**src/include/mipsDatapath_config.svh**
```systemverilog
`ifndef MIPS_DATAPATH_CONFIG_SVH
`define MIPS_DATAPATH_CONFIG_SVH

`define MIPS_PC_STEP    32'd4
`define MIPS_RESET_PC   32'h0000_0000
`define MIPS_LINK_REG   5'd31

// ~~~~~~~~~~~~~~~~~~~~~~~~~~~~~~~~~~~~~~~~~~~~~~~~~~~~~~~~~~~~~~~~~~~~~~~~~
// primary opcode field, bits 31:26.
`define MIPS_OP_RTYPE   6'h00
`define MIPS_OP_JAL     6'h03
`define MIPS_OP_ADDIU   6'h09
`define MIPS_OP_ORI     6'h0d
`define MIPS_OP_LUI     6'h0f

// funct field of R-type words, bits 5:0.
`define MIPS_FN_ADDU    6'h21
`define MIPS_FN_SUBU    6'h23
`define MIPS_FN_AND     6'h24
`define MIPS_FN_OR      6'h25
`define MIPS_FN_SLT     6'h2a

`endif

```
**src/mipsPkg.sv**
```systemverilog
package mipsPkg;

	typedef logic [31:0] word_t;
	typedef logic [4:0]  regAddr_t;
	typedef logic [2:0]  aluOp_t;
	typedef logic [1:0]  wbSel_t;

// ~~~~~~~~~~~~~~~~~~~~~~~~~~~~~~~~~~~~~~~~~~~~~~~~~~~~~~~~~~~~~~~~~~~~~~~~~
	// ALU operation codes.
	localparam aluOp_t ALU_ADD   = 3'd0;
	localparam aluOp_t ALU_SUB   = 3'd1;
	localparam aluOp_t ALU_AND   = 3'd2;
	localparam aluOp_t ALU_OR    = 3'd3;
	localparam aluOp_t ALU_SLT   = 3'd4;
	localparam aluOp_t ALU_PASSB = 3'd5; // operand B straight through.

	// writeback source codes.
	localparam wbSel_t WB_ALU   = 2'd0;
	localparam wbSel_t WB_UPPER = 2'd1; // immediate moved to bits 31:16.
	localparam wbSel_t WB_LINK  = 2'd2; // instruction counter plus step.

// ~~~~~~~~~~~~~~~~~~~~~~~~~~~~~~~~~~~~~~~~~~~~~~~~~~~~~~~~~~~~~~~~~~~~~~~~~
	// four-phase receiver states.
	typedef enum logic [1:0] {
		IDLE,
		ACKED,
		WAITLOW
	} hsState_t;

endpackage

```
**src/aluWriteback.sv**
```systemverilog
`timescale 1ns/1ns
`include "mipsDatapath_config.svh"

module aluWriteback
	import mipsPkg::*;
(
	input  logic     clk,
	input  logic     rstN,
	input  logic     issValid,
	input  aluOp_t   issAluOp,
	input  wbSel_t   issWbSel,
	input  regAddr_t issDest,
	input  word_t    issOpA,
	input  word_t    issOpB,
	input  word_t    issImm,
	input  word_t    issPc,
	input  logic     wbHold,
	output logic     exValid,
	output regAddr_t exDest,
	output word_t    exResult,
	output logic     wrEn,
	output regAddr_t wrAddr,
	output word_t    wrData,
	output logic     wbValid,
	output regAddr_t wbAddr,
	output word_t    wbData
);

	word_t aluOut;
	word_t upperImm;
	word_t linkAddr;
	word_t result;
	logic  retire;

	always_comb begin
		case (issAluOp)
			ALU_ADD:   aluOut = issOpA + issOpB;
			ALU_SUB:   aluOut = issOpA - issOpB;
			ALU_AND:   aluOut = issOpA & issOpB;
			ALU_OR:    aluOut = issOpA | issOpB;
			ALU_SLT:   aluOut = {31'b0, ($signed(issOpA) < $signed(issOpB))};
			ALU_PASSB: aluOut = issOpB;
			default:   aluOut = '0;
		endcase
	end

	assign upperImm = {issImm[15:0], 16'h0000};
	assign linkAddr = issPc + `MIPS_PC_STEP;

	always_comb begin
		case (issWbSel)
			WB_UPPER: result = upperImm;
			WB_LINK:  result = linkAddr;
			default:  result = aluOut;
		endcase
	end

// ~~~~~~~~~~~~~~~~~~~~~~~~~~~~~~~~~~~~~~~~~~~~~~~~~~~~~~~~~~~~~~~~~~~~~~~~~
	assign retire = issValid && !wbHold;

	assign exValid  = issValid; // result offered back to decode for forwarding.
	assign exDest   = issDest;
	assign exResult = result;

	assign wrEn   = retire; // register file updates at the retiring edge.
	assign wrAddr = issDest;
	assign wrData = result;

	always_ff @(posedge clk or negedge rstN) begin
		if (!rstN)
			wbValid <= 1'b0;
		else
			wbValid <= retire;
	end

	always_ff @(posedge clk) begin
		if (retire) begin
			wbAddr <= issDest;
			wbData <= result;
		end
	end

	// back-to-back retirements are legal, but only for two different instructions.
	assert property (@(posedge clk) disable iff (!rstN)
		retire |=> !retire || (issPc != $past(issPc)))
		else $error("wbValid stayed high for a second cycle of the same instruction.");

endmodule

```
**src/instrDecode.sv**
```systemverilog
`timescale 1ns/1ns
`include "mipsDatapath_config.svh"

module instrDecode
	import mipsPkg::*;
(
	input  logic     clk,
	input  logic     rstN,
	input  logic     instrReq,
	input  word_t    instrWord,
	output logic     instrAck,
	input  logic     latchFree,
	output regAddr_t rdAddrA,
	output regAddr_t rdAddrB,
	input  word_t    rdDataA,
	input  word_t    rdDataB,
	input  logic     exValid,
	input  regAddr_t exDest,
	input  word_t    exResult,
	output logic     decValid,
	output aluOp_t   decAluOp,
	output wbSel_t   decWbSel,
	output regAddr_t decDest,
	output word_t    decOpA,
	output word_t    decOpB,
	output word_t    decImm,
	output word_t    decPc
);

	hsState_t    state;
	word_t       pc;
	logic [5:0]  opcode;
	logic [5:0]  funct;
	regAddr_t    rs;
	regAddr_t    rt;
	regAddr_t    rd;
	logic [15:0] imm16;
	logic        useImm;
	logic        immSigned;
	word_t       fwdA;
	word_t       fwdB;

	function automatic word_t forwardSel(input regAddr_t src, input word_t regVal,
			input logic inFlight, input regAddr_t inDest, input word_t inData);
		word_t sel;
		if (inFlight && (src == inDest) && (src != '0))
			sel = inData;
		else
			sel = regVal;
		return sel;
	endfunction

	assign opcode = instrWord[31:26];
	assign rs     = instrWord[25:21];
	assign rt     = instrWord[20:16];
	assign rd     = instrWord[15:11];
	assign funct  = instrWord[5:0];
	assign imm16  = instrWord[15:0];

	assign rdAddrA = rs;
	assign rdAddrB = rt;
	assign fwdA = forwardSel(rs, rdDataA, exValid, exDest, exResult);
	assign fwdB = forwardSel(rt, rdDataB, exValid, exDest, exResult);

	assign decValid = (state == IDLE) && instrReq && latchFree; // accepted at the next edge.
	assign decImm = immSigned ? {{16{imm16[15]}}, imm16} : {16'h0000, imm16};
	assign decOpA = fwdA;
	assign decOpB = useImm ? decImm : fwdB;
	assign decPc  = pc;

// ~~~~~~~~~~~~~~~~~~~~~~~~~~~~~~~~~~~~~~~~~~~~~~~~~~~~~~~~~~~~~~~~~~~~~~~~~
	always_comb begin
		decAluOp  = ALU_ADD;
		decWbSel  = WB_ALU;
		decDest   = rd;
		useImm    = 1'b0;
		immSigned = 1'b0;
		case (opcode)
			`MIPS_OP_RTYPE: begin
				case (funct)
					`MIPS_FN_ADDU: decAluOp = ALU_ADD;
					`MIPS_FN_SUBU: decAluOp = ALU_SUB;
					`MIPS_FN_AND:  decAluOp = ALU_AND;
					`MIPS_FN_OR:   decAluOp = ALU_OR;
					`MIPS_FN_SLT:  decAluOp = ALU_SLT;
					default:       decDest = '0; // unknown funct retires into r0.
				endcase
			end
			`MIPS_OP_ADDIU: begin
				decDest   = rt;
				useImm    = 1'b1;
				immSigned = 1'b1;
			end
			`MIPS_OP_ORI: begin
				decAluOp = ALU_OR;
				decDest  = rt;
				useImm   = 1'b1;
			end
			`MIPS_OP_LUI: begin
				decAluOp = ALU_PASSB;
				decWbSel = WB_UPPER;
				decDest  = rt;
				useImm   = 1'b1;
			end
			`MIPS_OP_JAL: begin
				decAluOp = ALU_PASSB;
				decWbSel = WB_LINK;
				decDest  = `MIPS_LINK_REG;
			end
			default: decDest = '0;
		endcase
	end

	always_ff @(posedge clk or negedge rstN) begin
		if (!rstN) begin
			state    <= IDLE;
			instrAck <= 1'b0;
			pc       <= `MIPS_RESET_PC;
		end else begin
			case (state)
				IDLE: begin
					if (decValid) begin
						state    <= ACKED;
						instrAck <= 1'b1;
						pc       <= pc + `MIPS_PC_STEP;
					end
				end
				ACKED, WAITLOW: begin
					if (!instrReq) begin
						state    <= IDLE;
						instrAck <= 1'b0; // falls one cycle after req is seen low.
					end else begin
						state <= WAITLOW;
					end
				end
				default: state <= IDLE;
			endcase
		end
	end

	assert property (@(posedge clk) disable iff (!rstN)
		instrReq && !instrAck |=> $stable(instrWord))
		else $error("instrWord changed while instrReq waited for instrAck.");

	assert property (@(posedge clk) disable iff (!rstN)
		$rose(instrAck) |-> $past(instrReq))
		else $error("instrAck rose with no request pending.");

endmodule

```
**src/issueLatch.sv**
```systemverilog
`timescale 1ns/1ns

module issueLatch
	import mipsPkg::*;
(
	input  logic     clk,
	input  logic     rstN,
	input  logic     decValid,
	input  aluOp_t   decAluOp,
	input  wbSel_t   decWbSel,
	input  regAddr_t decDest,
	input  word_t    decOpA,
	input  word_t    decOpB,
	input  word_t    decImm,
	input  word_t    decPc,
	input  logic     wbHold,
	output logic     latchFree,
	output logic     issValid,
	output aluOp_t   issAluOp,
	output wbSel_t   issWbSel,
	output regAddr_t issDest,
	output word_t    issOpA,
	output word_t    issOpB,
	output word_t    issImm,
	output word_t    issPc
);

	assign latchFree = !issValid || !wbHold; // empty, or retiring this cycle.

	always_ff @(posedge clk or negedge rstN) begin
		if (!rstN)
			issValid <= 1'b0;
		else if (decValid)
			issValid <= 1'b1;
		else if (!wbHold)
			issValid <= 1'b0;
	end

	always_ff @(posedge clk) begin
		if (decValid) begin
			issAluOp <= decAluOp;
			issWbSel <= decWbSel;
			issDest  <= decDest;
			issOpA   <= decOpA;
			issOpB   <= decOpB;
			issImm   <= decImm;
			issPc    <= decPc;
		end
	end

	assert property (@(posedge clk) disable iff (!rstN)
		decValid |-> latchFree)
		else $error("decode issued into an occupied latch.");

endmodule

```
**src/mipsDatapath.sv**
```systemverilog
`timescale 1ns/1ns

module mipsDatapath
	import mipsPkg::*;
(
	input  logic     clk,
	input  logic     rstN,
	input  logic     instrReq,
	input  word_t    instrWord,
	output logic     instrAck,
	input  logic     wbHold,
	output logic     wbValid,
	output regAddr_t wbAddr,
	output word_t    wbData
);

	regAddr_t rdAddrA;
	regAddr_t rdAddrB;
	word_t    rdDataA;
	word_t    rdDataB;
	logic     wrEn;
	regAddr_t wrAddr;
	word_t    wrData;
	logic     latchFree;
	logic     exValid;
	regAddr_t exDest;
	word_t    exResult;
	logic     decValid;
	aluOp_t   decAluOp;
	wbSel_t   decWbSel;
	regAddr_t decDest;
	word_t    decOpA;
	word_t    decOpB;
	word_t    decImm;
	word_t    decPc;
	logic     issValid;
	aluOp_t   issAluOp;
	wbSel_t   issWbSel;
	regAddr_t issDest;
	word_t    issOpA;
	word_t    issOpB;
	word_t    issImm;
	word_t    issPc;

	instrDecode decode (
		.clk(clk), .rstN(rstN),
		.instrReq(instrReq), .instrWord(instrWord), .instrAck(instrAck),
		.latchFree(latchFree),
		.rdAddrA(rdAddrA), .rdAddrB(rdAddrB), .rdDataA(rdDataA), .rdDataB(rdDataB),
		.exValid(exValid), .exDest(exDest), .exResult(exResult),
		.decValid(decValid), .decAluOp(decAluOp), .decWbSel(decWbSel),
		.decDest(decDest), .decOpA(decOpA), .decOpB(decOpB),
		.decImm(decImm), .decPc(decPc)
	);

	regFile regs (
		.clk(clk), .rstN(rstN),
		.rdAddrA(rdAddrA), .rdAddrB(rdAddrB), .rdDataA(rdDataA), .rdDataB(rdDataB),
		.wrEn(wrEn), .wrAddr(wrAddr), .wrData(wrData)
	);

	issueLatch latch (
		.clk(clk), .rstN(rstN),
		.decValid(decValid), .decAluOp(decAluOp), .decWbSel(decWbSel),
		.decDest(decDest), .decOpA(decOpA), .decOpB(decOpB),
		.decImm(decImm), .decPc(decPc),
		.wbHold(wbHold), .latchFree(latchFree),
		.issValid(issValid), .issAluOp(issAluOp), .issWbSel(issWbSel),
		.issDest(issDest), .issOpA(issOpA), .issOpB(issOpB),
		.issImm(issImm), .issPc(issPc)
	);

	aluWriteback execute (
		.clk(clk), .rstN(rstN),
		.issValid(issValid), .issAluOp(issAluOp), .issWbSel(issWbSel),
		.issDest(issDest), .issOpA(issOpA), .issOpB(issOpB),
		.issImm(issImm), .issPc(issPc),
		.wbHold(wbHold),
		.exValid(exValid), .exDest(exDest), .exResult(exResult),
		.wrEn(wrEn), .wrAddr(wrAddr), .wrData(wrData),
		.wbValid(wbValid), .wbAddr(wbAddr), .wbData(wbData)
	);

endmodule

```
**src/regFile.sv**
```systemverilog
`timescale 1ns/1ns

module regFile
	import mipsPkg::*;
(
	input  logic     clk,
	input  logic     rstN,
	input  regAddr_t rdAddrA,
	input  regAddr_t rdAddrB,
	output word_t    rdDataA,
	output word_t    rdDataB,
	input  logic     wrEn,
	input  regAddr_t wrAddr,
	input  word_t    wrData
);

	word_t regs [32];

	always_ff @(posedge clk or negedge rstN) begin
		if (!rstN) begin
			for (int i = 0; i < 32; i++) begin
				regs[i] <= '0;
			end
		end else if (wrEn && (wrAddr != '0)) begin
			regs[wrAddr] <= wrData; // r0 never changes.
		end
	end

	// the write lands at the edge, so a same-cycle read sees the old value.
	assign rdDataA = regs[rdAddrA];
	assign rdDataB = regs[rdAddrB];

endmodule

```
**config.mk**
```make
export PLATFORM = sky130hd
export DESIGN_NAME = mipsDatapath
export DESIGN_NICKNAME = d
export VERILOG_FILES = /design/src/mipsPkg.sv /design/src/aluWriteback.sv /design/src/instrDecode.sv /design/src/issueLatch.sv /design/src/mipsDatapath.sv /design/src/regFile.sv
export VERILOG_INCLUDE_DIRS = /design/src /design/src/include
export SDC_FILE = /design/constraint.sdc
export NUM_CORES = 2
export LEC_CHECK = 0
export BUFFER_PORTS_ARGS = -buffer_cell sky130_fd_sc_hd__buf_2
export CORE_MARGIN = 2
export CORE_UTILIZATION = 49
export CTS_BUF_LIST = sky130_fd_sc_hd__clkbuf_8 sky130_fd_sc_hd__clkbuf_16
export DETAILED_ROUTE_END_ITERATION = 8
export SLEW_MARGIN = 20
export SYNTH_ARGS = -nofsm -noshare
export SYNTH_HDL_FRONTEND = slang
export SYNTH_SLANG_ARGS = --single-unit
```
**constraint.sdc**
```tcl
create_clock -name clk -period 7.9 [get_ports clk]
set_clock_uncertainty 0.15 [all_clocks]
set_input_delay 1.185 -clock clk [delete_from_list [all_inputs] [get_ports clk]]
set_output_delay 1.185 -clock clk [all_outputs]
set_load 0.1 [all_outputs]
```
; ---- Yosys cells after proc, flatten, opt, wreduce, memory -nomap -nowiden
; Index checks and enable logic that the tools add are counted.
[totals]
regBits = 1220
in_bits = 36
wordCells = 138
[op_classes]
addsub = 4
magnitude_cmp = 5
n_eq_ne = 23
mux = 30
bitwise = 5
n_reduce_logical = 25
[op_table]
columns = op, count
row1 = 1024-bit bitwise mux, 1
row2 = 32-bit binary-select mux with 5-bit select, 2
row3 = 32-bit 2-to-1 mux, 9
row4 = 32-bit one-hot mux with 6 select lines, 1
row5 = 32-bit demux with 5-bit select, 1
row6 = "32-bit by 3-bit adder with 32-bit output, second input constant", 2
row7 = 32-bit one-hot mux with 2 select lines, 1
row8 = 32-bit adder, 1
row9 = 32-bit bitwise AND, 1
row10 = 32-bit less-than comparator, 1
row11 = 32-bit bitwise OR, 1
row12 = 32-bit subtractor, 1
row13 = "6-bit == test, second input constant", 5
row14 = "6-bit by 4-bit == test with 1-bit output, second input constant", 3
row15 = "6-bit >= comparator, second input constant", 3
row16 = 5-bit inverter with 6-bit output, 3
row17 = 5-bit one-hot mux with 3 select lines, 1
row18 = 5-bit nonzero test, 3
row19 = 3-bit one-hot mux with 4 select lines, 1
row20 = 5-bit == test, 2
row21 = 1-bit logical AND, 9
row22 = 3-bit one-hot mux with 3 select lines, 1
row23 = 2-bit one-hot mux with 2 select lines, 2
row24 = "3-bit by 2-bit == test with 1-bit output, second input constant", 2
row25 = other kinds (23), 35

; ---- Longest topological paths before layout
[logic_depth]
word_depth = 6
depth_mapped = 15

; ---- Hierarchy
; From an unflattened synthesis, not the netlist that was laid out.
[hier_totals]
cells_unflattened = 6103
area_unflattened_um2 = 70809.2
[by_module_without_submodules]
columns = mod, instances, cells_per_inst, area_each_um2
row1 = regFile, 1, 4601, 55942.4
row2 = aluWriteback, 1, 1005, 7529.7
row3 = issueLatch, 1, 141, 4180.3
row4 = instrDecode, 1, 356, 3156.8

; ---- Worst setup path after synthesis
; Ideal clock, no wire load.
[synth_timing]
kind = input to register
from = input instrReq
to = register decode.pc[31], in the netlist decode.decPc[31]
setup_ns = 0.123
arrival_time_ns = 6.504
required_time_ns = 7.627
path_slack_ns = 1.124
cell_stages = 9
path_buffers = 0
path_cell_list = nand2_1 a21oi_2 nand3_1 nor3_1 nand2_1 nor2_1 and2_1 or3b_2 xnor2_1
[synth_via]
elab_chain_cells = 3
[synth_lines]
columns = item, line
row1 = start: declaration, mipsDatapath.sv:8  ; input logic instrReq,
row2 = 1-bit logical AND (2 in a row), instrDecode.sv:65  ; assign decValid = (state == IDLE) && instrReq && latchFree;
row3 = net decValid, mipsDatapath.sv:28  ; logic decValid;
row4 = 2-bit AND reduction (no line), --
row5 = end signal: assignment, instrDecode.sv:118  ; pc <= `MIPS_RESET_PC;
row6 = end signal: assignment, instrDecode.sv:125  ; pc <= pc + `MIPS_PC_STEP;
row7 = end: declaration, instrDecode.sv:31  ; word_t pc;
; The timed path passes the listed nets, and every way through them passes these cells.
; A chain may end at the register's enable or synchronous reset.

; ---- Final worst setup path
[layout_timing]
from = register latch.issOpB[7]
to = register latch.issOpA[16] (data pin)
[layout_via]
elab_chain_cells = 4
elab_cells_between_ends = 5
[layout_lines]
columns = item, line
row1 = start: declaration, issueLatch.sv:23  ; output word_t issOpB,
row2 = start signal: assignment, issueLatch.sv:45  ; issOpB <= decOpB;
row3 = 32-bit subtractor / 32-bit adder (equally long branches), "aluWriteback.sv:38, aluWriteback.sv:37"
row4 = 32-bit one-hot mux with 6 select lines *, aluWriteback.sv:36  ; case (issAluOp)
row5 = 32-bit one-hot mux with 2 select lines *, aluWriteback.sv:51  ; case (issWbSel)
row6 = 32-bit 2-to-1 mux *, instrDecode.sv:46  ; if (inFlight && (src == inDest) && (src != '0))
row7 = net decOpA[16], mipsDatapath.sv:32  ; word_t decOpA;
row8 = end signal: assignment, issueLatch.sv:44  ; issOpA <= decOpA;
row9 = end: declaration, issueLatch.sv:22  ; output word_t issOpA,
; The timed path passes the listed nets; every way through them passes the cells marked *.

==> flow_metrics.py <==
metrics = {
    "place": {
        "io_buffers": 74,
        "hpwlAfterDp_um": 127000,
        "placed_cell_area_um2": 67600,
        "routabilityCongestion": 0.966,
    },
    "floorplanning": {
        "dieHeight_um": 370,
        "coreArea_um2": 133000,
        "io_pins": 75,
        "rows": 134,
        "die_w_um": 370,
        "start_util_pct": 49.3,
        "die_area_um2": 137000,
    },
    "synthesis": {
        "yosys.area.top_type": "dfrtp_1",
        "avgSynthCellArea_um2": 11.4,
        "synth.distinct_cells": 103,
        "ys.flop_type": "dfrtp_1",
        "synthArstFlopShare_pct": 87.1,
        "syn-num-nets": 5935,
        "synth_enable_flop_cells": 157,
        "yosysTopAreaCellShare_pct": 40.3,
        "syn_inst": 5788,
        "ys_seq_elements": 1216,
        "synth.top_cells.by_area": "dfrtp_1 40%, mux4_2 22%, edfxtp_1 7.2%",
        "yosys_warnings": 0,
        "synth_area_um2": 65800,
        "yosysSeqAreaShare_pct": 47.4,
    },
    "outcome": {
        "status": "finished, final reports clean",
    },
    "clock_tree": {
        "clk_path_buf_depth": 3,
        "cts_buffers": 135,
        "clk_pin_slew_ns": 0.06,
        "cts_setup_buffers": 0,
        "cts_tree": "done",
        "h-tree-depth": 4,
        "cts_resized": 0,
        "cts.sinks": 1216,
        "ctsHoldBuffers": 0,
        "clk_latency_ns": 0.78,
        "root_buffer": "clkbuf_16",
    },
    "timing": {
        "report.final.slew_viol_count": 0,
        "slew_headroom_pct": 19.6,
        "min_period_over_period_pct": 60.0,
        "fin_setup_tns_ns": 0,
        "min_period_ns": 4.74,
        "worst_pin_slew_ns": 1.21,
        "hold_viol_final": 0,
        "max_freq_mhz": 211,
        "setup-violations-final": 0,
        "rsz0062_at_grt": "no",
    },
    "power": {
        "p_seq_share_pct": 40.9,
        "p_comb_share_pct": 30.7,
        "p_leak_nw": 30.5,
        "ir_drop_mv": 0.193,
        "intPower_mw": 14.6,
        "clockPowerShare_pct": 28.4,
        "power_density_nw_per_um2": 316,
        "p_sw_mw": 8.26,
        "swShare_pct": 36.1,
    },
    "critical_path": {
        "r2r_end": "latch.issOpA[16]",
        "reg2reg_from": "latch.issOpB[7]",
        "crit_path_end": "latch.issOpA[16]",
        "startpoint_type": "register",
        "worstPathMaxFanout": 34,
        "critPathKind": "register to register",
        "reg2reg_setup_slack_ns": 3.16,
        "r2r_cells": 12,
        "crit_start": "latch.issOpB[7]",
        "required_ns": 8.12,
        "end_kind": "register",
        "crit_arrival_ns": 4.96,
    },
    "drt": {
        "via_count": 47800,
        "vias_per_cell": 6.43,
        "drc": 0,
        "drtPass1Iterations": 5,
        "ant_nets": 0,
        "wl_um": 218000,
        "drt_iter0_drc": 5490,
        "wire_per_inst_um": 29.4,
    },
    "cells_and_area": {
        "stdcell_area_um2": 72300,
        "mostFrequentLayoutCell": "nand2_1",
        "layout_common_cells": "1149 x nand2_1, 1059 x dfrtp_1, 896 x o21ai_0",
        "fin_nets": 5703,
        "layout-drive-gt1-share_pct": 21.1,
        "syn2layout_area_growth_pct": 9.86,
        "nFillCells": 11400,
    },
    "global_routing": {
        "grtUsageMet2_pct": 48.6,
        "top_usage_layer": "met2",
        "met1_usage_pct": 46.3,
        "grtUsageTotal_pct": 32.3,
        "grt_pass1_vias": 46700,
        "met3_usage_pct": 6.35,
        "antenna_found_initial": 4,
        "grt_pass1_wl_um": 323000,
        "grt-ovfl-total": 0,
        "grt_max_degree": 178,
    },
    "job": {
        "cap_violations": 0,
    },
    "worst_hold_path": {
        "min_path_type": "register to register",
        "hold_depth": 0,
    },
}
power groups by stage:
stage               Clock, mW  Sequential, mW  Combinational, mW
floorplan                   0            9.24               4.74
detailed placement          0            9.39               6.92
global placement            0            9.30               6.83
finish                   6.50            9.35               7.03
CTS                      6.59            9.30               6.94
global route             6.84            9.52               7.59
cell usage after synthesis, types with 27 or more instances:
| library cell | count |
|---|---|
| a21oi_1 | 169 |
| nor2_1 | 147 |
| nor2b_1 | 54 |
| ha_1 | 109 |
| dfrtp_1 | 1059 |
| inv_1 | 127 |
| edfxtp_1 | 157 |
| mux2i_1 | 37 |
| xnor2_1 | 61 |
| nand2_1 | 1181 |
| mux2_2 | 27 |
| o21ai_2 | 29 |
| buf_1 | 48 |
| buf_2 | 50 |
| clkbuf_1 | 434 |
| mux4_2 | 641 |
| o21ai_1 | 64 |
| o21ai_0 | 897 |
| nand3_1 | 46 |
| a211oi_1 | 59 |
how the worst min path moves through the flow:
stage                          start                 to  slack (ns)
floorplan           latch.issDest[0]  execute.wbAddr[0]        0.27
global placement     regs.regs[1014]    regs.regs[1014]        0.23
detailed placement   regs.regs[1017]    regs.regs[1017]        0.23
CTS                  regs.regs[1017]    regs.regs[1017]        0.25
global route         regs.regs[1005]    regs.regs[1005]        0.26
finish               regs.regs[1017]    regs.regs[1017]        0.25
kinds of logic after synthesis:
family	count (synthesis)	synth area share (%)
AND/OR/NAND/NOR	1587	10.1
AO/OA/AOI/OAI	1392	12.0
flip-flops	1216	47.4
multiplexers	706	23.0
buffers and inverters	689	4.21
adder cells (fa/ha/maj)	111	2.13
XOR/XNOR	87	1.16
worst max-delay path, stage by stage, from the launching register on:
cell and delay, ns:
edfxtp_1 0.59, inv_1 0.13, ha_1 0.53, inv_1 0.15
a2111oi_2 0.54, a21oi_1 0.13, nand3b_1 0.28, a41oi_1 0.37
o211ai_1 0.19, o31ai_1 0.23, o21a_1 0.18, buf_4 0.41
a21oi_1 0.39
per-stage QoR:
stage	utilization (%)	worst slack, ns	instances	hold slack [ns]	total power [mW]
detailed placement	50.6	2.77	7185	0.233	16.3
global placement	50.6	2.80	7185	0.227	16.1
CTS	54.1	3.25	7433	0.247	22.8
finish	54.2	3.16	7438	0.247	22.9
global route	54.2	2.89	7435	0.258	24.0
floorplan	-	1.12	5788	0.274	14.0
final cells by class:
cell class,count,area (µm²),share of cell area (%)
diodes,3,7.51,0.0104
clock buffers,170,3930,5.43
clock inverters,78,687,0.950
inverters,133,499,0.691
multi-input cells,3883,32300,44.6
flip-flops and latches,1216,31200,43.2
well taps,1768,2210,3.06
repair buffers,187,1490,2.07
registers in the layout, indices dropped and copies added (netlist names), 3 cells and up:
signal,count
regs.regs,1024
execute.wbData,32
latch.issOpA,32
latch.issOpB,32
decode.decPc,30
latch.issPc,30
latch.issImm,16
execute.wbAddr,5
latch.issDest,5
latch.issAluOp,3
routing by layer:
layer | part of all wire, % | vias up | wire length, µm
met2 | 45 | 2265 | 99100
met4 | 4.2 | 4 | 9130
met3 | 8.7 | 426 | 19000
met5 | 0.013 | - | 29
met1 | 42 | 24500 | 91300
li1 | - | 20600 | -
Power figures use the tool's default switching activity.
